[src/hdl/x87_pkg.sv]
package x87_pkg;

    // ----------------------------------------------------------
    // Command and operation encodings
    // ----------------------------------------------------------

    // Command codes as seen on the cmd input, unlisted codes act as NOP
    typedef enum logic [4:0] {
        CMD_NOP       = 5'd0,
        CMD_FNSTSW_AX = 5'd1,
        CMD_FNINIT    = 5'd2,
        CMD_FLDCW     = 5'd3,
        CMD_FNSTCW    = 5'd4,
        CMD_FWAIT     = 5'd5,
        CMD_FLD_M64   = 5'd7,
        CMD_FSTP_M64  = 5'd9,
        CMD_FLD_STI   = 5'd10,
        CMD_FXCH_STI  = 5'd11,
        CMD_FSTP_STI  = 5'd12,
        CMD_MISC      = 5'd31
    } cmd_e;

    // Misc group selector, carried in idx
    typedef enum logic [2:0] {
        MISC_FCHS = 3'd0,
        MISC_FABS = 3'd1,
        MISC_FTST = 3'd2,
        MISC_FXAM = 3'd3
    } misc_op_e;

    typedef enum logic [2:0] {
        STK_NONE,
        STK_INIT,
        STK_PUSH_VALUE,
        STK_PUSH_COPY,
        STK_EXCHANGE,
        STK_MOVE_POP,
        STK_POP,
        STK_SET_ST0
    } stack_op_e;

    typedef enum logic [2:0] {
        STS_NONE,
        STS_INIT,
        STS_LOAD_CW,
        STS_STACK_FAULT,
        STS_TEST,
        STS_EXAMINE
    } status_op_e;

    typedef enum logic [2:0] {
        CLS_NAN,
        CLS_INF,
        CLS_ZERO,
        CLS_DENORMAL,
        CLS_NORMAL
    } fp_class_e;

    // ----------------------------------------------------------
    // Request and output bundles
    // ----------------------------------------------------------

    typedef struct packed {
        stack_op_e   op;
        logic [2:0]  idx;
        logic [63:0] data;
    } stack_req_t;

    typedef struct packed {
        status_op_e  op;
        logic [15:0] cw;
    } status_req_t;

    // Size 0 is a 16-bit store, size 2 a 64-bit store
    typedef struct packed {
        logic        valid;
        logic [1:0]  size;
        logic [63:0] data;
    } mem_store_t;

    typedef struct packed {
        logic        valid;
        logic [2:0]  kind;
        logic [15:0] value;
    } wb_t;

    localparam logic [2:0] WB_NONE = 3'd0;
    localparam logic [2:0] WB_AX   = 3'd1;

    localparam logic [1:0] MS_SIZE_16 = 2'd0;
    localparam logic [1:0] MS_SIZE_64 = 2'd2;

    // ----------------------------------------------------------
    // Tags and status word
    // ----------------------------------------------------------

    localparam logic [1:0]  TAG_VALID = 2'b00;
    localparam logic [1:0]  TAG_EMPTY = 2'b11;
    localparam logic [15:0] FSW_RESET = 16'h0000;

    localparam int unsigned FSW_IE = 0;
    localparam int unsigned FSW_C0 = 8;
    localparam int unsigned FSW_C1 = 9;
    localparam int unsigned FSW_C2 = 10;
    localparam int unsigned FSW_C3 = 14;

endpackage
[src/hdl/x87_cmd_ctrl.sv]
`timescale 1ns/1ps

module x87_cmd_ctrl import x87_pkg::*; (
    input  logic        clk,
    input  logic        rst,
    input  logic        start,
    input  logic        cmd_valid,
    input  cmd_e        cmd,
    input  logic [2:0]  idx,
    input  logic [3:0]  step,
    input  logic [63:0] mem_rdata64,
    input  logic [63:0] st0,
    input  logic [1:0]  st0_tag,
    input  logic [1:0]  sti_tag,
    input  logic [15:0] fsw,
    input  logic [15:0] fcw,
    output stack_req_t  stack_req,
    output status_req_t status_req,
    output logic        done,
    output wb_t         wb,
    output mem_store_t  mem_store
);

    logic       accept;
    logic       st0_empty;
    misc_op_e   misc_op;
    wb_t        wb_next;
    mem_store_t mem_store_next;
    logic       latch_load;
    logic       latch_clear;

    // Holds ST0 between the two FSTP m64 steps
    logic [63:0] store_latch;
    logic        store_latch_valid;

    assign accept    = start && cmd_valid;
    assign st0_empty = (st0_tag == TAG_EMPTY);
    assign misc_op   = misc_op_e'(idx);

    // ----------------------------------------------------------
    // Command decode
    // ----------------------------------------------------------

    always_comb begin
        stack_req      = '{op: STK_NONE, idx: idx, data: '0};
        status_req     = '{op: STS_NONE, cw: '0};
        wb_next        = '{valid: 1'b0, kind: WB_NONE, value: '0};
        mem_store_next = '{valid: 1'b0, size: MS_SIZE_16, data: '0};
        latch_load     = 1'b0;
        latch_clear    = 1'b0;
        if (accept) begin
            case (cmd)
                CMD_FNSTSW_AX: wb_next = '{valid: 1'b1, kind: WB_AX, value: fsw};
                CMD_FNINIT: begin
                    stack_req.op  = STK_INIT;
                    status_req.op = STS_INIT;
                    latch_clear   = 1'b1;
                end
                CMD_FLDCW: status_req = '{op: STS_LOAD_CW, cw: mem_rdata64[15:0]};
                CMD_FNSTCW: begin
                    mem_store_next = '{valid: 1'b1, size: MS_SIZE_16, data: {48'd0, fcw}};
                end
                CMD_FLD_M64: begin
                    stack_req.op   = STK_PUSH_VALUE;
                    stack_req.data = mem_rdata64;
                end
                CMD_FSTP_M64: begin
                    if (!step[0]) begin
                        mem_store_next = '{valid: 1'b1, size: MS_SIZE_64, data: st0};
                        latch_load     = 1'b1;
                    end else begin
                        // Second step pops and replays the latched value
                        mem_store_next = '{valid: store_latch_valid, size: MS_SIZE_64,
                                           data: store_latch};
                        stack_req.op   = STK_POP;
                        latch_clear    = 1'b1;
                    end
                end
                CMD_FLD_STI: begin
                    stack_req.op   = STK_PUSH_COPY;
                    stack_req.data = {62'd0, sti_tag};
                end
                CMD_FXCH_STI: stack_req.op = STK_EXCHANGE;
                CMD_FSTP_STI: stack_req.op = STK_MOVE_POP;
                CMD_MISC: begin
                    if (st0_empty) begin
                        status_req.op = STS_STACK_FAULT;
                    end else begin
                        case (misc_op)
                            MISC_FCHS: stack_req = '{op: STK_SET_ST0, idx: idx,
                                                     data: {~st0[63], st0[62:0]}};
                            MISC_FABS: stack_req = '{op: STK_SET_ST0, idx: idx,
                                                     data: {1'b0, st0[62:0]}};
                            MISC_FTST: status_req.op = STS_TEST;
                            MISC_FXAM: status_req.op = STS_EXAMINE;
                            default: begin
                            end
                        endcase
                    end
                end
                default: begin
                end
            endcase
        end
    end

    // ----------------------------------------------------------
    // Registered outputs and store latch
    // ----------------------------------------------------------

    always_ff @(posedge clk) begin
        if (rst) begin
            done              <= 1'b0;
            wb                <= '0;
            mem_store         <= '0;
            store_latch_valid <= 1'b0;
        end else begin
            done      <= accept;
            wb        <= wb_next;
            mem_store <= mem_store_next;
            if (latch_load) begin
                store_latch_valid <= 1'b1;
            end else if (latch_clear) begin
                store_latch_valid <= 1'b0;
            end
        end
    end

    always_ff @(posedge clk) begin
        if (latch_load) begin
            store_latch <= st0;
        end
    end

endmodule

[config.mk]
export PLATFORM = sky130hd
export DESIGN_NAME = x87_cmd_ctrl
export DESIGN_NICKNAME = d
export VERILOG_FILES = /design/src/hdl/x87_pkg.sv /design/src/hdl/x87_cmd_ctrl.sv
export SDC_FILE = /design/constraint.sdc
export NUM_CORES = 1
export LEC_CHECK = 0
export BUFFER_PORTS_ARGS = -buffer_cell sky130_fd_sc_hd__buf_2
export CORE_AREA = 2 2 152 124
export DETAILED_ROUTE_END_ITERATION = 10
export DIE_AREA = 0 0 154 126
export PLACE_DENSITY = 0.78
export SLEW_MARGIN = 25
export SYNTH_ARGS = -nofsm -noshare
export SYNTH_HDL_FRONTEND = slang
export SYNTH_SLANG_ARGS = --single-unit
[constraint.sdc]
create_clock -name clk -period 4.75 [get_ports clk]
set_input_delay 0.95 -clock clk [delete_from_list [all_inputs] [get_ports clk]]
set_output_delay 0.95 -clock clk [all_outputs]
set_load 0.005 [all_outputs]
==> reports/metrics.yaml <==
floorplanning:
  rows: 44
  placeableCoreArea_sq_um: 17890
  initial_core_util_pct: 34.62
  floorplan.die.height_um: 126
  die_w_um: 154
  design.portCount: 357
  die_area_sq_um: 19400
clock_tree:
  cts.sinks: 149
  number_of_gates_resized_after_cts: 0
  cts.reportedPaths.clkPinSlew_ns: 0.06
  cts_hold_buf: 0
  clock_tree.buffer_depth: 2
  clock_tree.htree_level_count: 4
  cts.root.buffer_cell: "sky130_fd_sc_hd__clkbuf_16"
  tritoncts.num_buffers: 17
  cts_setup_buffers: 0
  tritoncts: "yes"
  worstSkewPairLatency_ns: 0.41
synth:
  ys.flop_type: "sky130_fd_sc_hd__dfxtp_1"
  netlist-cell-type-count: 46
  synth.ff_latch_count: 149
  asyncSetResetFlopFracSynth_pct: 0
  synth_top_area_cell: "sky130_fd_sc_hd__edfxtp_1"
  synth_cells: 554
  netlist_top_cells_area: "sky130_fd_sc_hd__edfxtp_1, sky130_fd_sc_hd__dfxtp_1, sky130_fd_sc_hd__mux2i_1, sky130_fd_sc_hd__nor2_1, sky130_fd_sc_hd__a22oi_1"
  syn_avg_cell_area_sq_um: 11.18
  yosysSeqAreaShare_pct: 58.49
  synth.cell_area_sq_um: 6195
  synth_enable_flop_cells: 64
  synth.top_cell.area_share_pct: 31.02
  ys.warnings.count: 0
min_path:
  hold_class: "flop to flop"
critical_path:
  rr_startpoint: "store_latch[1]$_DFFE_PP_"
  regToRegSetupSlack_ns: 3.75
  critical_path.most_common_cell: "sky130_fd_sc_hd__buf_2"
  crit_path_start_kind: "input port"
  cp.arrival_ns: 2.72
  timing.rr.end: "mem_store[1]$_SDFF_PP0_"
  timing_worst_setup_path_type: "input port to output pin"
  endpoint_kind: "output pin"
  crit_start: "cmd[0]"
  timing.critical_path.slowest_stage_cell: "sky130_fd_sc_hd__and4b_2"
  worstSetupEndpoint: "stack_req[16]"
  required_time_of_the_critical_path_ns: 3.80
  r2r.worst_path.cells: 2
  path_cells: "buf_2 -> nor2b_1 -> and4b_2 -> buf_12 -> a22oi_1 -> nor2_1 -> buf_2"
  critPathMaxStageDelay_ns: 0.74
  path_max_fanout: 33
detailed_routing:
  route.vias.total: 5607
  avgViaCountPerCell: 4.966
  avgRoutedWirePerCell_um: 16.01
  drc: 0
  drt_iter0_drcs: 387
  drt.antenna.violating_nets: 0
  firstDrtPassIters: 6
  drt_wl_total_um: 18080
sta:
  report.final.hold_viol_count: 0
  unrepaired_setup_endpoints_after_global_routing: "false"
  maxSlewHeadroom_pct: 35.62
  postLayoutSetupSlackWorst_ns: 1.084
  finalSetupTns_ns: 0
  period_share_pct: 77.17
  fmax_ghz: 0.2728
  slew_violations: 0
  max_slew.worst_pin.slew_ns: 0.9622
  period_needed_ns: 3.666
  setup_viol: 0
  clock-skew-final_ns: 0.007156
place:
  place.gp.congestion: 0.7698
  place_hpwl_um: 13060
  dp_worst_setup_slack_ns: 1.092
  dp.cells: 1097
  port_buffers: 350
layout:
  post_layout_nonfiller_instances: 1129
  flow.area_growth_from_synthesis_pct: 39.95
  antenna_cells: 0
  nFillCells: 1664
  design.final.nets: 1066
  layout.cells.most_common: "sky130_fd_sc_hd__buf_2"
  finalCoreUtilization_pct: 48.45
  mostFrequentLayoutCells: "sky130_fd_sc_hd__buf_2, sky130_fd_sc_hd__nor2_1, sky130_fd_sc_hd__dfxtp_1"
  layout-drive-gt1-share_pct: 46.05
grt:
  antenna_violations_before_repair: 0
  global_route.usage.total_pct: 18.04
  first_global_vias: 5268
  pin_count_of_the_biggest_net_entering_global_routing: 50
  gr-total-overflow: 0
  grt_pass1_wl_um: 27680
pwr:
  cellLeakagePower_nw: 3.982
  totalPowerFinal_w: 0.002897
  vdd.ir_drop.worst_uv: 199.4
  power_per_cell_area_nw_per_um2: 334.1
run_status:
  run_status: "finished, final reports clean"
flow_run:
  cap_viol_max_count: 0
-- metal layers --
layer / wire, um / GRT usage, %
met1: 7420 / 21.35
met2: 8766 / 31.02
met3: 1624 / 5.643
met4: 267 / 6.432
met5: 0 / 0
-- state kept, by name, indices dropped and copies added, names as in the netlist --
signal,cells
store_latch_valid,1
wb,17
done,1
mem_store,66
store_latch,64
-- cell type report --
type,instances,area [sq um],share of cell area (%)
clock buffers,17,425.4,4.907
clock inverters,15,178.9,2.064
inverters,4,15.01,0.1732
multi-input cells,354,2300,26.53
flip-flops and latches,149,3623,41.80
well taps,230,287.8,3.319
repair buffers,360,1839,21.22
-- worst min path at each step --
| stage | startpoint | endpoint | depth (start not counted) |
|---|---|---|---|
| 6_report | store_latch[42]$_DFFE_PP_ | mem_store[42]$_SDFF_PP0_ | 2 |
| 5_1_grt | store_latch[32]$_DFFE_PP_ | mem_store[32]$_SDFF_PP0_ | 2 |
| 4_1_cts | store_latch[54]$_DFFE_PP_ | mem_store[54]$_SDFF_PP0_ | 2 |
| 3_5_place_dp | store_latch[53]$_DFFE_PP_ | mem_store[53]$_SDFF_PP0_ | 2 |
| 3_3_place_gp | store_latch[63]$_DFFE_PP_ | mem_store[63]$_SDFF_PP0_ | 2 |
| 2_1_floorplan | store_latch_valid$_SDFFE_PP0P_ | store_latch_valid$_SDFFE_PP0P_ | 2 |
-- worst max-delay path, delay by kind of cell --
| kind | cells | cell delay, ns |
|---|---|---|
| AO/OA/AOI/OAI | 1 | 0.09 |
| buffers and inverters | 3 | 0.60 |
| AND/OR/NAND/NOR | 3 | 1.03 |
-- Yosys cell counts, types with 2 or more instances --
master / n
sky130_fd_sc_hd__nand3_1: 5
sky130_fd_sc_hd__buf_1: 5
sky130_fd_sc_hd__a22oi_1: 62
sky130_fd_sc_hd__buf_2: 13
sky130_fd_sc_hd__nor2_4: 2
sky130_fd_sc_hd__buf_6: 5
sky130_fd_sc_hd__buf_4: 14
sky130_fd_sc_hd__inv_1: 4
sky130_fd_sc_hd__mux2i_1: 49
sky130_fd_sc_hd__nor2_1: 128
sky130_fd_sc_hd__a21oi_1: 4
sky130_fd_sc_hd__edfxtp_1: 64
sky130_fd_sc_hd__o21ai_0: 2
sky130_fd_sc_hd__dfxtp_1: 85
sky130_fd_sc_hd__nor2b_1: 2
sky130_fd_sc_hd__and2_1: 33
sky130_fd_sc_hd__clkbuf_1: 12
sky130_fd_sc_hd__nand2b_1: 3
sky130_fd_sc_hd__nand2_1: 9
sky130_fd_sc_hd__a222oi_1: 18
sky130_fd_sc_hd__or3b_2: 2
sky130_fd_sc_hd__nor2_2: 9
-- power breakdown --
| part | leakage (nW) | switching, W | internal [W] |
|---|---|---|---|
| combinational | 2.42 | 0.0000943 | 0.0000871 |
| sequential | 1.26 | 0.000000991 | 0.00134 |
| clock | 0.299 | 0.000580 | 0.000798 |
| total | 3.98 | 0.000675 | 0.00222 |
-- logic make-up after synthesis --
kind of cell / after synthesis / share of synthesized area (%)
other cells: 1 / 0.06054
xor+xnor: 1 / 0.1414
compound gates: 93 / 11.86
simple gates: 207 / 16.42
mux: 50 / 8.099
buf+inv: 53 / 4.928
flops: 149 / 58.49
-- through the flow --
stage | hold slack, ns | cell area, sq um
after CTS | 0.4797 | 8670
after detailed placement | 0.4695 | 8065
after floorplan | 0.4544 | 6202
after global routing | 0.5017 | 8670
final | 0.4764 | 8670
after global placement | 0.4606 | 8060
Power figures use the tool's default switching activity.
