<file path="src/hdl/x87_pkg.sv">
package x87_pkg;

    // ----------------------------------------------------------
    // Command and operation encodings
    // ----------------------------------------------------------

    // Command codes as seen on the cmd input, unlisted codes act as NOP
    typedef enum logic [4:0] {
        CMD_NOP       = 5'd0,
        CMD_FNSTSW_AX = 5'd1,
        CMD_FNINIT    = 5'd2,
        CMD_FLDCW     = 5'd3,
        CMD_FNSTCW    = 5'd4,
        CMD_FWAIT     = 5'd5,
        CMD_FLD_M64   = 5'd7,
        CMD_FSTP_M64  = 5'd9,
        CMD_FLD_STI   = 5'd10,
        CMD_FXCH_STI  = 5'd11,
        CMD_FSTP_STI  = 5'd12,
        CMD_MISC      = 5'd31
    } cmd_e;

    // Misc group selector, carried in idx
    typedef enum logic [2:0] {
        MISC_FCHS = 3'd0,
        MISC_FABS = 3'd1,
        MISC_FTST = 3'd2,
        MISC_FXAM = 3'd3
    } misc_op_e;

    typedef enum logic [2:0] {
        STK_NONE,
        STK_INIT,
        STK_PUSH_VALUE,
        STK_PUSH_COPY,
        STK_EXCHANGE,
        STK_MOVE_POP,
        STK_POP,
        STK_SET_ST0
    } stack_op_e;

    typedef enum logic [2:0] {
        STS_NONE,
        STS_INIT,
        STS_LOAD_CW,
        STS_STACK_FAULT,
        STS_TEST,
        STS_EXAMINE
    } status_op_e;

    typedef enum logic [2:0] {
        CLS_NAN,
        CLS_INF,
        CLS_ZERO,
        CLS_DENORMAL,
        CLS_NORMAL
    } fp_class_e;

    // ----------------------------------------------------------
    // Request and output bundles
    // ----------------------------------------------------------

    typedef struct packed {
        stack_op_e   op;
        logic [2:0]  idx;
        logic [63:0] data;
    } stack_req_t;

    typedef struct packed {
        status_op_e  op;
        logic [15:0] cw;
    } status_req_t;

    // Size 0 is a 16-bit store, size 2 a 64-bit store
    typedef struct packed {
        logic        valid;
        logic [1:0]  size;
        logic [63:0] data;
    } mem_store_t;

    typedef struct packed {
        logic        valid;
        logic [2:0]  kind;
        logic [15:0] value;
    } wb_t;

    localparam logic [2:0] WB_NONE = 3'd0;
    localparam logic [2:0] WB_AX   = 3'd1;

    localparam logic [1:0] MS_SIZE_16 = 2'd0;
    localparam logic [1:0] MS_SIZE_64 = 2'd2;

    // ----------------------------------------------------------
    // Tags and status word
    // ----------------------------------------------------------

    localparam logic [1:0]  TAG_VALID = 2'b00;
    localparam logic [1:0]  TAG_EMPTY = 2'b11;
    localparam logic [15:0] FSW_RESET = 16'h0000;

    localparam int unsigned FSW_IE = 0;
    localparam int unsigned FSW_C0 = 8;
    localparam int unsigned FSW_C1 = 9;
    localparam int unsigned FSW_C2 = 10;
    localparam int unsigned FSW_C3 = 14;

endpackage
</file>
<file path="src/hdl/x87_status_unit.sv">
`timescale 1ns/1ps

module x87_status_unit import x87_pkg::*; #(
    parameter logic [15:0] FCW_RESET = 16'h037F
) (
    input  logic        clk,
    input  logic        rst,
    input  status_req_t req,
    input  logic [63:0] st0,
    output logic [15:0] fcw,
    output logic [15:0] fsw
);

    logic        sign;
    logic [10:0] expo;
    logic [51:0] frac;
    fp_class_e   st0_class;

    assign sign = st0[63];
    assign expo = st0[62:52];
    assign frac = st0[51:0];

    // ----------------------------------------------------------
    // Operand classifier for FTST and FXAM
    // ----------------------------------------------------------

    always_comb begin
        if (expo == 11'h7FF) begin
            st0_class = (frac != '0) ? CLS_NAN : CLS_INF;
        end else if (expo == 11'h000) begin
            st0_class = (frac != '0) ? CLS_DENORMAL : CLS_ZERO;
        end else begin
            st0_class = CLS_NORMAL;
        end
    end

    // ----------------------------------------------------------
    // Control and status word registers
    // ----------------------------------------------------------

    always_ff @(posedge clk) begin
        if (rst) begin
            fcw <= FCW_RESET;
            fsw <= FSW_RESET;
        end else begin
            case (req.op)
                STS_INIT: begin
                    fcw <= FCW_RESET;
                    fsw <= FSW_RESET;
                end
                STS_LOAD_CW: begin
                    fcw <= req.cw;
                end
                STS_STACK_FAULT: begin
                    fsw[FSW_IE] <= 1'b1;
                    fsw[FSW_C0] <= 1'b1;
                    fsw[FSW_C2] <= 1'b1;
                    fsw[FSW_C3] <= 1'b1;
                end
                STS_TEST: begin
                    // Compare against +0, NaN is unordered and invalid
                    if (st0_class == CLS_NAN) begin
                        fsw[FSW_IE] <= 1'b1;
                        {fsw[FSW_C3], fsw[FSW_C2], fsw[FSW_C0]} <= 3'b111;
                    end else if (st0_class == CLS_ZERO) begin
                        {fsw[FSW_C3], fsw[FSW_C2], fsw[FSW_C0]} <= 3'b100;
                    end else begin
                        {fsw[FSW_C3], fsw[FSW_C2], fsw[FSW_C0]} <= {2'b00, sign};
                    end
                end
                STS_EXAMINE: begin
                    fsw[FSW_C1] <= sign;
                    case (st0_class)
                        CLS_NAN:      {fsw[FSW_C3], fsw[FSW_C2], fsw[FSW_C0]} <= 3'b111;
                        CLS_INF:      {fsw[FSW_C3], fsw[FSW_C2], fsw[FSW_C0]} <= 3'b011;
                        CLS_ZERO:     {fsw[FSW_C3], fsw[FSW_C2], fsw[FSW_C0]} <= 3'b100;
                        CLS_DENORMAL: {fsw[FSW_C3], fsw[FSW_C2], fsw[FSW_C0]} <= 3'b110;
                        default:      {fsw[FSW_C3], fsw[FSW_C2], fsw[FSW_C0]} <= 3'b010;
                    endcase
                end
                default: begin
                end
            endcase
        end
    end

endmodule

</file>
<file path="config.mk">
export PLATFORM = sky130hd
export DESIGN_NAME = x87_status_unit
export DESIGN_NICKNAME = d
export VERILOG_FILES = /design/src/hdl/x87_pkg.sv /design/src/hdl/x87_status_unit.sv
export SDC_FILE = /design/constraint.sdc
export NUM_CORES = 1
export LEC_CHECK = 0
export BUFFER_PORTS_ARGS = -buffer_cell sky130_fd_sc_hd__buf_2
export CORE_MARGIN = 10
export CORE_UTILIZATION = 35
export CTS_BUF_LIST = sky130_fd_sc_hd__clkbuf_2 sky130_fd_sc_hd__clkbuf_4 sky130_fd_sc_hd__clkbuf_8
export CTS_CLUSTER_DIAMETER = 120
export CTS_CLUSTER_SIZE = 14
export DETAILED_ROUTE_END_ITERATION = 10
export PLACE_DENSITY = 0.83
export SLEW_MARGIN = 20
export SYNTH_ARGS = -nofsm -noshare
export SYNTH_HDL_FRONTEND = slang
export SYNTH_SLANG_ARGS = --single-unit
</file>
<file path="constraint.sdc">
create_clock -name clk -period 1.6 [get_ports clk]
set_input_delay 0.24 -clock clk [delete_from_list [all_inputs] [get_ports clk]]
set_output_delay 0.24 -clock clk [all_outputs]
set_load 0.02 [all_outputs]
</file>
==> load_flow_metrics.sql, run 1 <==
INSERT INTO impl_metrics (metric_group, metric, value, unit) VALUES
('sta', 'timing.hold.ws', '0.3094', 'ns'),
('route', 'drt-vias-per-instance', '4.972', ''),
('clock_network', 'cts.reportedPaths.clkPinSlew', '0.07', 'ns'),
('setup_path', 'critPathMaxStageDelay', '0.56', 'ns'),
('die', 'start_util', '36.16', '%'),
('grt', 'globalRouteTotalUtil', '13.92', '%'),
('power', 'cellLeakagePower', '0.8733', 'nW'),
('yosys', 'synth-seq-area-share', '32.00', '%'),
('die', 'placeableCoreArea', '0.003633', 'mm^2'),
('clock_network', 'number_of_clock_sinks_seen_by_cts', '21', ''),
('die', 'row_count', '22', ''),
('job', 'max_cap_viols', '0', ''),
('grt', 'vias_in_the_first_global_route', '1649', ''),
('route', 'wirelength', '4826', 'um'),
('placement', 'detailed_place_hpwl', '4057', 'um'),
('setup_path', 'critical_path.startpoint_type', 'input pin', ''),
('clock_network', 'cts_tree', 'built', ''),
('final_layout', 'layout.filler_cells', '368', ''),
('clock_network', 'clkLatencyLatePin', '0.25', 'ns'),
('sta', 'timing.final.hold_violations', '0', ''),
('sta', 'final.setup_skew', '0', 'ns'),
('setup_path', 'path_class', 'input pin to flip-flop', ''),
('yosys', 'postSynthAreaPerCell', '7.550', 'um^2'),
('clock_network', 'cts.root.buffer_cell', 'clkbuf_8', ''),
('die', 'chipHeight', '81.27', 'um'),
('setup_path', 'timing.critical_path.from', 'st0[38]', ''),
('sta', 'report.final.slew_viol_count', '0', ''),
('worst_hold_path', 'worst_hold_startpoint', 'st0[63]', ''),
('final_layout', 'finish.net_count', '362', ''),
('die', 'design.portCount', '117', ''),
('final_layout', 'most_used_cells_in_the_layout_excluding_fill_and_tap_cells', 'buf_2 (105), nor2_1 (24), a21oi_1 (23)', ''),
('clock_network', 'post-cts-setup-buffers', '0', ''),
('setup_path', 'required_time_at_the_endpoint_of_the_critical_path', '1.77', 'ns'),
('final_layout', 'utilization', '52.48', '%'),
('setup_path', 'worst_ep_arrival_time', '1.75', 'ns'),
('placement', 'routabilityCongestion', '0.8402', ''),
('yosys', 'synth-seq-cells', '21', ''),
('clock_network', 'cts_buffers', '3', ''),
('sta', 'layout_min_cycle_time', '1.573', 'ns'),
('route', 'drc_errors', '0', ''),
('die', 'die_area', '0.006604', 'mm^2'),
('final_layout', 'insertedDiodeCount', '0', ''),
('yosys', 'netlist_instances', '174', ''),
('power', 'power.ir.vdd_worst', '0.5817', 'mV'),
('route', 'drt-initial-drc-count', '97', ''),
('final_layout', 'post_layout_nonfiller_instances', '324', ''),
('clock_network', 'clockBufferDepth', '2', ''),
('route', 'wl_per_cell', '14.90', 'um'),
('clock_network', 'htree_levels', '1', ''),
('route', 'drt_pass1_iterations', '5', ''),
('setup_path', 'critical_path.cell_chain', 'buf_2, nor4_1, nand4_1, or4_4, and3_4, a211oi_2', ''),
('placement', 'placed_cells_incl_taps', '320', ''),
('die', 'die_x', '81.27', 'um'),
('final_layout', 'layout_cell_share_with_drive_strength_beyond_1', '43.48', '%'),
('setup_path', 'critical_path.max_fanout', '5', ''),
('route', 'dr_total_vias', '1611', ''),
('sta', 'grt_setup_unrepaired', 'no', ''),
('grt', 'grt_first_pass_wirelength', '7534', 'um'),
('sta', 'report.final.setup_viol', '0', ''),
('grt', 'global_route.overflow_total', '0', ''),
('final_layout', 'area.growth.synth_to_final', '45.14', '%'),
('route', 'ant_nets', '0', ''),
('power', 'design_power_total', '1.226', 'mW'),
('status', 'outcome', 'finished, final reports clean', ''),
('power', 'power_density', '643.0', 'mW/mm^2'),
('grt', 'number_of_antenna_violations_at_the_first_check_in_global_routing', '0', ''),
('setup_path', 'crit_slowest_cell', 'or4_4', ''),
('setup_path', 'r2r-start', 'fcw[14]', ''),
('setup_path', 'setup.worst_path.end_class', 'flip-flop', ''),
('yosys', 'netlist_area', '0.001314', 'mm^2'),
('sta', 'max_slew.worst_pin.slew', '0.6416', 'ns'),
('yosys', 'synth_cell_types', '33', ''),
('yosys', 'synth_warnings', '0', ''),
('worst_hold_path', 'worst_hold_path_type', 'input pin to flip-flop', ''),
('sta', 'timing.final.crit_share', '98.29', '%'),
('grt', 'grt_start_max_net_pins', '23', ''),
('placement', 'pre_cts_ws', '-0.2520', 'ns'),
('sta', 'worst_slack', '0.02735', 'ns'),
('placement', 'buffer_ports.inserted', '105', ''),
('sta', 'clock.fmax', '635.9', 'MHz'),
('sta', 'slew_headroom', '57.23', '%'),
('final_layout', 'most_common_library_cell_in_the_layout_ignoring_fill_and_taps', 'buf_2', '');
## layout make-up
class                           count  area, um^2  area share [%]
Clock buffer                        4       48.80           2.559
Inverter                            2       7.507          0.3937
Multi-Input combinational cell    140       814.5           42.72
Sequential cell                    21       420.4           22.05
Tap cell                           48       60.06           3.150
Timing Repair Buffer              109       555.5           29.13
## critical path, delay by kind of cell
kind                   cells  cell delay [ns]
AOI/OAI and AO/OA          1             0.20
and+or+nand+nor            4             1.22
buffers and inverters      1             0.10
## worst paths after layout
kind | to | slack, ns | depth (start not counted)
worst max register to register | fcw[14] | 0.70 | 5
worst max-delay path | fsw[14] | 0.03 | 6
worst min-delay path | fsw[9] | 0.31 | 3
worst min register to register | fsw[9] | 0.48 | 2
## Yosys cell counts
master / number / area [um^2]
a211oi_2: 1 / 12.51
a21o_1: 1 / 7.510
a21oi_1: 23 / 115.1
a22oi_1: 2 / 15.01
a31oi_1: 2 / 12.51
and3_1: 1 / 6.260
and3_4: 1 / 11.26
and4_1: 2 / 17.52
buf_2: 1 / 5.000
buf_4: 12 / 90.09
clkbuf_1: 7 / 26.28
conb_1: 1 / 3.750
dfxtp_1: 21 / 420.4
dlygate4sd1_1: 1 / 8.760
inv_1: 2 / 7.510
nand2_1: 6 / 22.52
nand2b_1: 11 / 68.82
nand3_1: 3 / 15.01
nand4_1: 4 / 25.02
nand4b_1: 1 / 8.760
nor2_1: 24 / 90.09
nor2b_1: 8 / 50.05
nor3_1: 1 / 5.000
nor4_1: 14 / 87.58
nor4_2: 1 / 12.51
nor4b_2: 1 / 15.01
o21ai_0: 3 / 15.01
o21ai_1: 1 / 5.000
o21bai_1: 1 / 7.510
o22a_1: 5 / 43.79
o22ai_1: 10 / 62.56
o2bb2ai_1: 1 / 8.760
or4_4: 1 / 11.26
## logic make-up after synthesis
logic type,share of synthesized area [%]
flops,32.00
simple gates,34.00
buf+inv,10.48
other cells,0.2854
compound gates,23.24
## repair_timing
action,in CTS,in global routing
hold buffers,0,0
endpoints found under the setup margin,0,1
gates resized for setup,0,2
## state kept, by name, summed over array words and instances, names as in the netlist
register,cells
fcw,16
fsw,5
## layer usage
metal	share of wire [%]	GRT usage (%)	vias up
li1	-	-	819
met1	39	14.61	719
met2	51	25.59	65
met3	8.8	5.960	8
met4	0.81	2.076	0
met5	0	0	-
## report_power, final
part	total (mW)	switching, mW	internal (mW)
registers	0.556	0.0128	0.543
clock network	0.352	0.158	0.194
logic	0.318	0.174	0.143
## through the flow
step | TNS (ns) | area (um^2)
floorplan | 0 | 1360
global placement | -0.4289 | 1846
detailed placement | -0.7091 | 1846
CTS | 0 | 1894
global route | 0 | 1907
finish | 0 | 1907
Power figures use the tool's default switching activity.
==> run 2: changes to the inputs <==
RECOVER_POWER = 50   (was not set)
==> load_flow_metrics.sql, run 2 (synthesis results as in run 1) <==
INSERT INTO impl_metrics (metric_group, metric, value, unit) VALUES
('status', 'outcome', 'finished, final reports clean', ''),
('grt', 'grt_start_max_net_pins', '23', ''),
('clock_network', 'htree_levels', '1', ''),
('sta', 'grt_setup_unrepaired', 'no', ''),
('sta', 'timing.final.hold_violations', '0', ''),
('final_layout', 'most_used_cells_in_the_layout_excluding_fill_and_tap_cells', 'buf_2 (86), nor2_1 (24), a21oi_1 (23)', ''),
('clock_network', 'cts_tree', 'built', ''),
('final_layout', 'layout_cell_share_with_drive_strength_beyond_1', '36.59', '%'),
('die', 'placeableCoreArea', '0.003633', 'mm^2'),
('grt', 'vias_in_the_first_global_route', '1649', ''),
('sta', 'max_slew.worst_pin.slew', '0.6425', 'ns'),
('job', 'max_cap_viols', '0', ''),
('grt', 'grt_most_used_layer', 'met2', ''),
('clock_network', 'cts.reportedPaths.clkPinSlew', '0.07', 'ns'),
('grt', 'met1_usage', '14.61', '%'),
('sta', 'slew_headroom', '57.16', '%'),
('worst_hold_path', 'worst_hold_path_type', 'input pin to flip-flop', ''),
('power', 'design_power_total', '1.221', 'mW'),
('sta', 'report.final.setup_viol', '0', ''),
('route', 'wirelength', '4819', 'um'),
('placement', 'detailed_place.area', '0.001846', 'mm^2'),
('sta', 'timing.final.crit_share', '98.24', '%'),
('power', 'cellLeakagePower', '0.8145', 'nW'),
('setup_path', 'required_time_at_the_endpoint_of_the_critical_path', '1.77', 'ns'),
('route', 'ant_nets', '0', ''),
('final_layout', 'insertedDiodeCount', '0', ''),
('die', 'row_count', '22', ''),
('setup_path', 'critical_path.max_fanout', '5', ''),
('route', 'drc_errors', '0', ''),
('grt', 'globalRouteTotalUtil', '13.92', '%'),
('final_layout', 'area.growth.synth_to_final', '43.33', '%'),
('sta', 'timing.hold.ws', '0.3082', 'ns'),
('setup_path', 'critical_path.startpoint_type', 'input pin', ''),
('route', 'drt-initial-drc-count', '83', ''),
('grt', 'met2_usage_in_global_routing', '25.59', '%'),
('placement', 'routabilityCongestion', '0.8402', ''),
('setup_path', 'setup.worst_path.end_class', 'flip-flop', ''),
('grt', 'grt_util_met3', '5.960', '%'),
('route', 'wl_per_cell', '14.87', 'um'),
('power', 'power.ir.vdd_worst', '0.5810', 'mV'),
('die', 'start_util', '36.16', '%'),
('route', 'drt_pass1_iterations', '5', ''),
('grt', 'global_route.overflow_total', '0', ''),
('final_layout', 'biggestRegsByFlops', 'fcw x16, fsw x5', ''),
('route', 'drt-vias-per-instance', '4.898', ''),
('placement', 'detailed_place_hpwl', '4057', 'um'),
('final_layout', 'finish.net_count', '362', ''),
('sta', 'final.setup_skew', '0', 'ns'),
('clock_network', 'clockBufferDepth', '2', ''),
('clock_network', 'number_of_clock_sinks_seen_by_cts', '21', ''),
('clock_network', 'cts_buffers', '3', ''),
('final_layout', 'largest_register', 'fcw', ''),
('sta', 'layout_min_cycle_time', '1.572', 'ns'),
('power', 'power_density', '648.6', 'mW/mm^2'),
('sta', 'report.final.slew_viol_count', '0', ''),
('grt', 'grt_first_pass_wirelength', '7534', 'um'),
('die', 'die_x', '81.27', 'um'),
('clock_network', 'cts-hold-fix-buffers', '0', ''),
('final_layout', 'final_cell_area', '0.001883', 'mm^2'),
('final_layout', 'largest_reg_flops', '16', ''),
('die', 'die_area', '0.006604', 'mm^2'),
('clock_network', 'cts.root.buffer_cell', 'clkbuf_8', ''),
('setup_path', 'worst_ep_arrival_time', '1.75', 'ns'),
('grt', 'number_of_antenna_violations_at_the_first_check_in_global_routing', '0', ''),
('route', 'dr_total_vias', '1587', ''),
('setup_path', 'path_class', 'input pin to flip-flop', ''),
('die', 'design.portCount', '117', ''),
('placement', 'buffer_ports.inserted', '105', ''),
('sta', 'clock.fmax', '636.2', 'MHz'),
('die', 'chipHeight', '81.27', 'um'),
('clock_network', 'clkLatencyLatePin', '0.25', 'ns'),
('final_layout', 'most_common_library_cell_in_the_layout_ignoring_fill_and_taps', 'buf_2', '');
-- run 2: final cells by class --
type	instances	area (um^2)
Timing Repair Buffer	109	531.8
Fill cell	380	1750
Sequential cell	21	420.4
Inverter	2	7.507
Clock buffer	4	48.80
Tap cell	48	60.06
Multi-Input combinational cell	140	814.5
-- run 2: final timing paths --
kind	startpoint	end	slack, ns	cells past startpoint
hold reg to reg	fsw[9]	fsw[9]	0.48	2
setup / recovery	st0[38]	fsw[14]	0.03	6
setup reg to reg	fcw[14]	fcw[14]	0.70	5
hold / removal	st0[63]	fsw[9]	0.31	3
-- run 2: power breakdown --
group / internal [mW] / switching, mW / leakage (nW)
sequential: 0.543 / 0.0133 / 0.171
combinational: 0.138 / 0.174 / 0.617
clock: 0.194 / 0.159 / 0.0262
-- run 2: per-stage QoR --
step | setup TNS [ns] | util, % | instances | setup slack (ns)
6_report | 0 | 51.83 | 324 | 0.02814
3_3_place_gp | -0.4289 | 50.79 | 320 | -0.1663
2_1_floorplan | 0 | - | 184 | 0.01160
4_1_cts | 0 | 52.14 | 324 | 0.01757
3_5_place_dp | -0.7091 | 50.79 | 320 | -0.2520
5_1_grt | 0 | 51.83 | 324 | 0.008498
-- run 2: metal layers --
metal / up-vias / routed length, um
li1: 818 / -
met1: 710 / 1894
met2: 55 / 2466
met3: 4 / 427
met4: 0 / 29
met5: - / 0
-- run 2: repair_timing --
item | CTS | global route
endpoints found under the setup margin | 0 | 1
resized for setup | 0 | 2
setup buffers | 0 | 0
-- run 2: critical path, cell delays in order --
cell and delay (ns):
buf_2 0.10, nor4_1 0.32, nand4_1 0.16, or4_4 0.56
and3_4 0.18, a211oi_2 0.20
==> run 3: changes to the inputs <==
CORE_UTILIZATION = 30   (was 35)
PLACE_DENSITY = 0.73   (was 0.83)
==> load_flow_metrics.sql, run 3 (synthesis results as in run 1) <==
INSERT INTO impl_metrics (metric_group, metric, value, unit) VALUES
('status', 'outcome', 'finished, final reports clean', ''),
('worst_hold_path', 'min_delay_path_depth', '3', ''),
('die', 'row_count', '24', ''),
('setup_path', 'crit-reg2reg-capture', 'fcw[12]', ''),
('final_layout', 'most_used_cells_in_the_layout_excluding_fill_and_tap_cells', 'buf_2 (86), nor2_1 (24), a21oi_1 (23)', ''),
('die', 'die_area', '0.007426', 'mm^2'),
('route', 'drc_errors', '0', ''),
('worst_hold_path', 'worst_hold_startpoint', 'st0[63]', ''),
('job', 'max_cap_viols', '0', ''),
('power', 'combinationalPowerShare', '25.9', '%'),
('final_layout', 'layout.filler_cells', '473', ''),
('final_layout', 'layout_cell_share_with_drive_strength_beyond_1', '36.33', '%'),
('power', 'power_density', '643.2', 'mW/mm^2'),
('clock_network', 'cts-hold-fix-buffers', '0', ''),
('sta', 'layout_min_cycle_time', '1.512', 'ns'),
('power', 'cellLeakagePower', '0.8205', 'nW'),
('clock_network', 'clkLatencyLatePin', '0.25', 'ns'),
('setup_path', 'r2r-start', 'fcw[12]', ''),
('sta', 'report.final.slew_viol_count', '0', ''),
('final_layout', 'largest_reg_flops', '16', ''),
('setup_path', 'path_class', 'input pin to flip-flop', ''),
('final_layout', 'biggestRegsByFlops', 'fcw x16, fsw x5', ''),
('placement', 'routabilityCongestion', '0.7233', ''),
('power', 'design_power_total', '1.216', 'mW'),
('clock_network', 'htree_levels', '1', ''),
('setup_path', 'critical_path.max_fanout', '5', ''),
('grt', 'global_route.overflow_total', '0', ''),
('power', 'internal_power', '0.8562', 'mW'),
('clock_network', 'cts_buffers', '3', ''),
('setup_path', 'worst_ep_arrival_time', '1.70', 'ns'),
('die', 'start_util', '30.59', '%'),
('clock_network', 'cts_tree', 'built', ''),
('worst_hold_path', 'hold_end', 'fsw[9]', ''),
('sta', 'clock.fmax', '661.2', 'MHz'),
('setup_path', 'critical_path.startpoint_type', 'input pin', ''),
('sta', 'setup_total_negative_slack', '0', 'ns'),
('route', 'drt-initial-drc-count', '79', ''),
('clock_network', 'cts.root.buffer_cell', 'clkbuf_8', ''),
('grt', 'globalRouteTotalUtil', '12.39', '%'),
('power', 'seq_power_share', '45.8', '%'),
('final_layout', 'post_layout_nonfiller_instances', '330', ''),
('placement', 'detailed_place.area', '0.001866', 'mm^2'),
('route', 'wl_per_cell', '14.71', 'um'),
('placement', 'placed_cells_incl_taps', '326', ''),
('final_layout', 'most_common_library_cell_in_the_layout_ignoring_fill_and_taps', 'buf_2', ''),
('final_layout', 'final_cell_area', '0.001891', 'mm^2'),
('final_layout', 'largest_register', 'fcw', ''),
('sta', 'grt_setup_unrepaired', 'no', ''),
('route', 'wirelength', '4853', 'um'),
('clock_network', 'clockBufferDepth', '2', ''),
('route', 'drt_pass1_iterations', '4', ''),
('clock_network', 'cts.reportedPaths.clkPinSlew', '0.08', 'ns'),
('setup_path', 'reg2reg_setup_slack', '0.67', 'ns'),
('placement', 'detailed_place_hpwl', '4057', 'um'),
('power', 'sw_frac_of_total', '29.59', '%'),
('power', 'power.ir.vdd_worst', '0.4481', 'mV'),
('die', 'placeableCoreArea', '0.004294', 'mm^2'),
('setup_path', 'setup.worst_path.end_class', 'flip-flop', ''),
('clock_network', 'post-cts-setup-buffers', '0', ''),
('sta', 'report.final.setup_viol', '0', ''),
('sta', 'final.setup_skew', '0', 'ns'),
('clock_network', 'number_of_clock_sinks_seen_by_cts', '21', ''),
('route', 'dr_total_vias', '1590', ''),
('die', 'chipHeight', '86.18', 'um'),
('clock_network', 'post_cts_resize_count', '0', ''),
('route', 'drt-vias-per-instance', '4.818', ''),
('grt', 'grt_first_pass_wirelength', '7748', 'um'),
('setup_path', 'required_time_at_the_endpoint_of_the_critical_path', '1.79', 'ns'),
('sta', 'slew_headroom', '52.18', '%'),
('final_layout', 'finish.net_count', '364', ''),
('route', 'ant_nets', '0', ''),
('sta', 'max_slew.worst_pin.slew', '0.7173', 'ns'),
('power', 'pwr-share-clk', '28.4', '%'),
('grt', 'vias_in_the_first_global_route', '1689', ''),
('final_layout', 'area.growth.synth_to_final', '43.90', '%'),
('die', 'die_x', '86.18', 'um'),
('final_layout', 'insertedDiodeCount', '0', ''),
('sta', 'timing.final.hold_violations', '0', ''),
('die', 'design.portCount', '117', ''),
('power', 'total_switching_power', '0.3598', 'mW'),
('grt', 'grt_start_max_net_pins', '22', ''),
('sta', 'timing.final.crit_share', '94.53', '%'),
('placement', 'buffer_ports.inserted', '105', ''),
('final_layout', 'utilization', '44.03', '%'),
('worst_hold_path', 'worst_hold_path_type', 'input pin to flip-flop', ''),
('grt', 'number_of_antenna_violations_at_the_first_check_in_global_routing', '0', ''),
('setup_path', 'reg2reg_depth', '5', '');
-- run 3: changes by cell type in the layout (fill, tap and decap cells not counted) --
cell | before | now
clkbuf_1 | 19 | 20
nor4_2 | 3 | 2
clkbuf_4 | 1 | 0
buf_4 | 4 | 5
clkinv_2 | 0 | 1
nor4_1 | 12 | 13
-- run 3: power groups by stage --
stage / clock [mW] / sequential [mW] / combinational, mW
4_1_cts: 0.365 / 0.556 / 0.321
6_report: 0.345 / 0.556 / 0.314
2_1_floorplan: 0 / 0.593 / 0.158
3_3_place_gp: 0 / 0.567 / 0.315
5_1_grt: 0.386 / 0.560 / 0.350
3_5_place_dp: 0 / 0.568 / 0.320
-- run 3: critical path, stage by stage --
cell and delay [ns]:
buf_2 0.10, nor4_1 0.29, nand4_1 0.15, or4_4 0.55
and3_4 0.17, a211oi_2 0.19
-- run 3: worst max-delay path by stage --
stage,cells after the start,slack (ns),end,start
3_5_place_dp,6,-0.21,fsw[14],st0[41]
5_1_grt,6,0.003,fsw[14],st0[27]
2_1_floorplan,5,0.01,fsw[14],st0[35]
3_3_place_gp,6,-0.17,fsw[14],st0[38]
6_report,6,0.09,fsw[14],st0[27]
4_1_cts,6,0.06,fsw[14],st0[41]
-- run 3: area by class of cell --
class | instances | area (um^2) | share of cell area, %
Clock buffer | 3 | 41.29 | 2.184
Clock inverter | 1 | 5.005 | 0.2647
Sequential cell | 21 | 420.4 | 22.24
Multi-Input combinational cell | 140 | 808.3 | 42.75
Timing Repair Buffer | 111 | 543.0 | 28.72
Inverter | 2 | 7.507 | 0.3971
Tap cell | 52 | 65.06 | 3.441
-- run 3: routing by layer --
layer	vias to the layer above	share of wire (%)	track usage (%)	wire [um]
li1	827	-	-	-
met1	697	40	13.28	1941
met2	64	51	22.79	2476
met3	2	8.7	4.878	420
met4	0	0.29	1.767	14
met5	-	0	0	0
-- run 3: metrics by stage --
stage	worst slack [ns]	hold slack, ns
2_1_floorplan	0.01160	0.3415
3_3_place_gp	-0.1745	0.4606
3_5_place_dp	-0.2099	0.4656
4_1_cts	0.05920	0.2967
5_1_grt	0.002584	0.3054
6_report	0.08754	0.3072
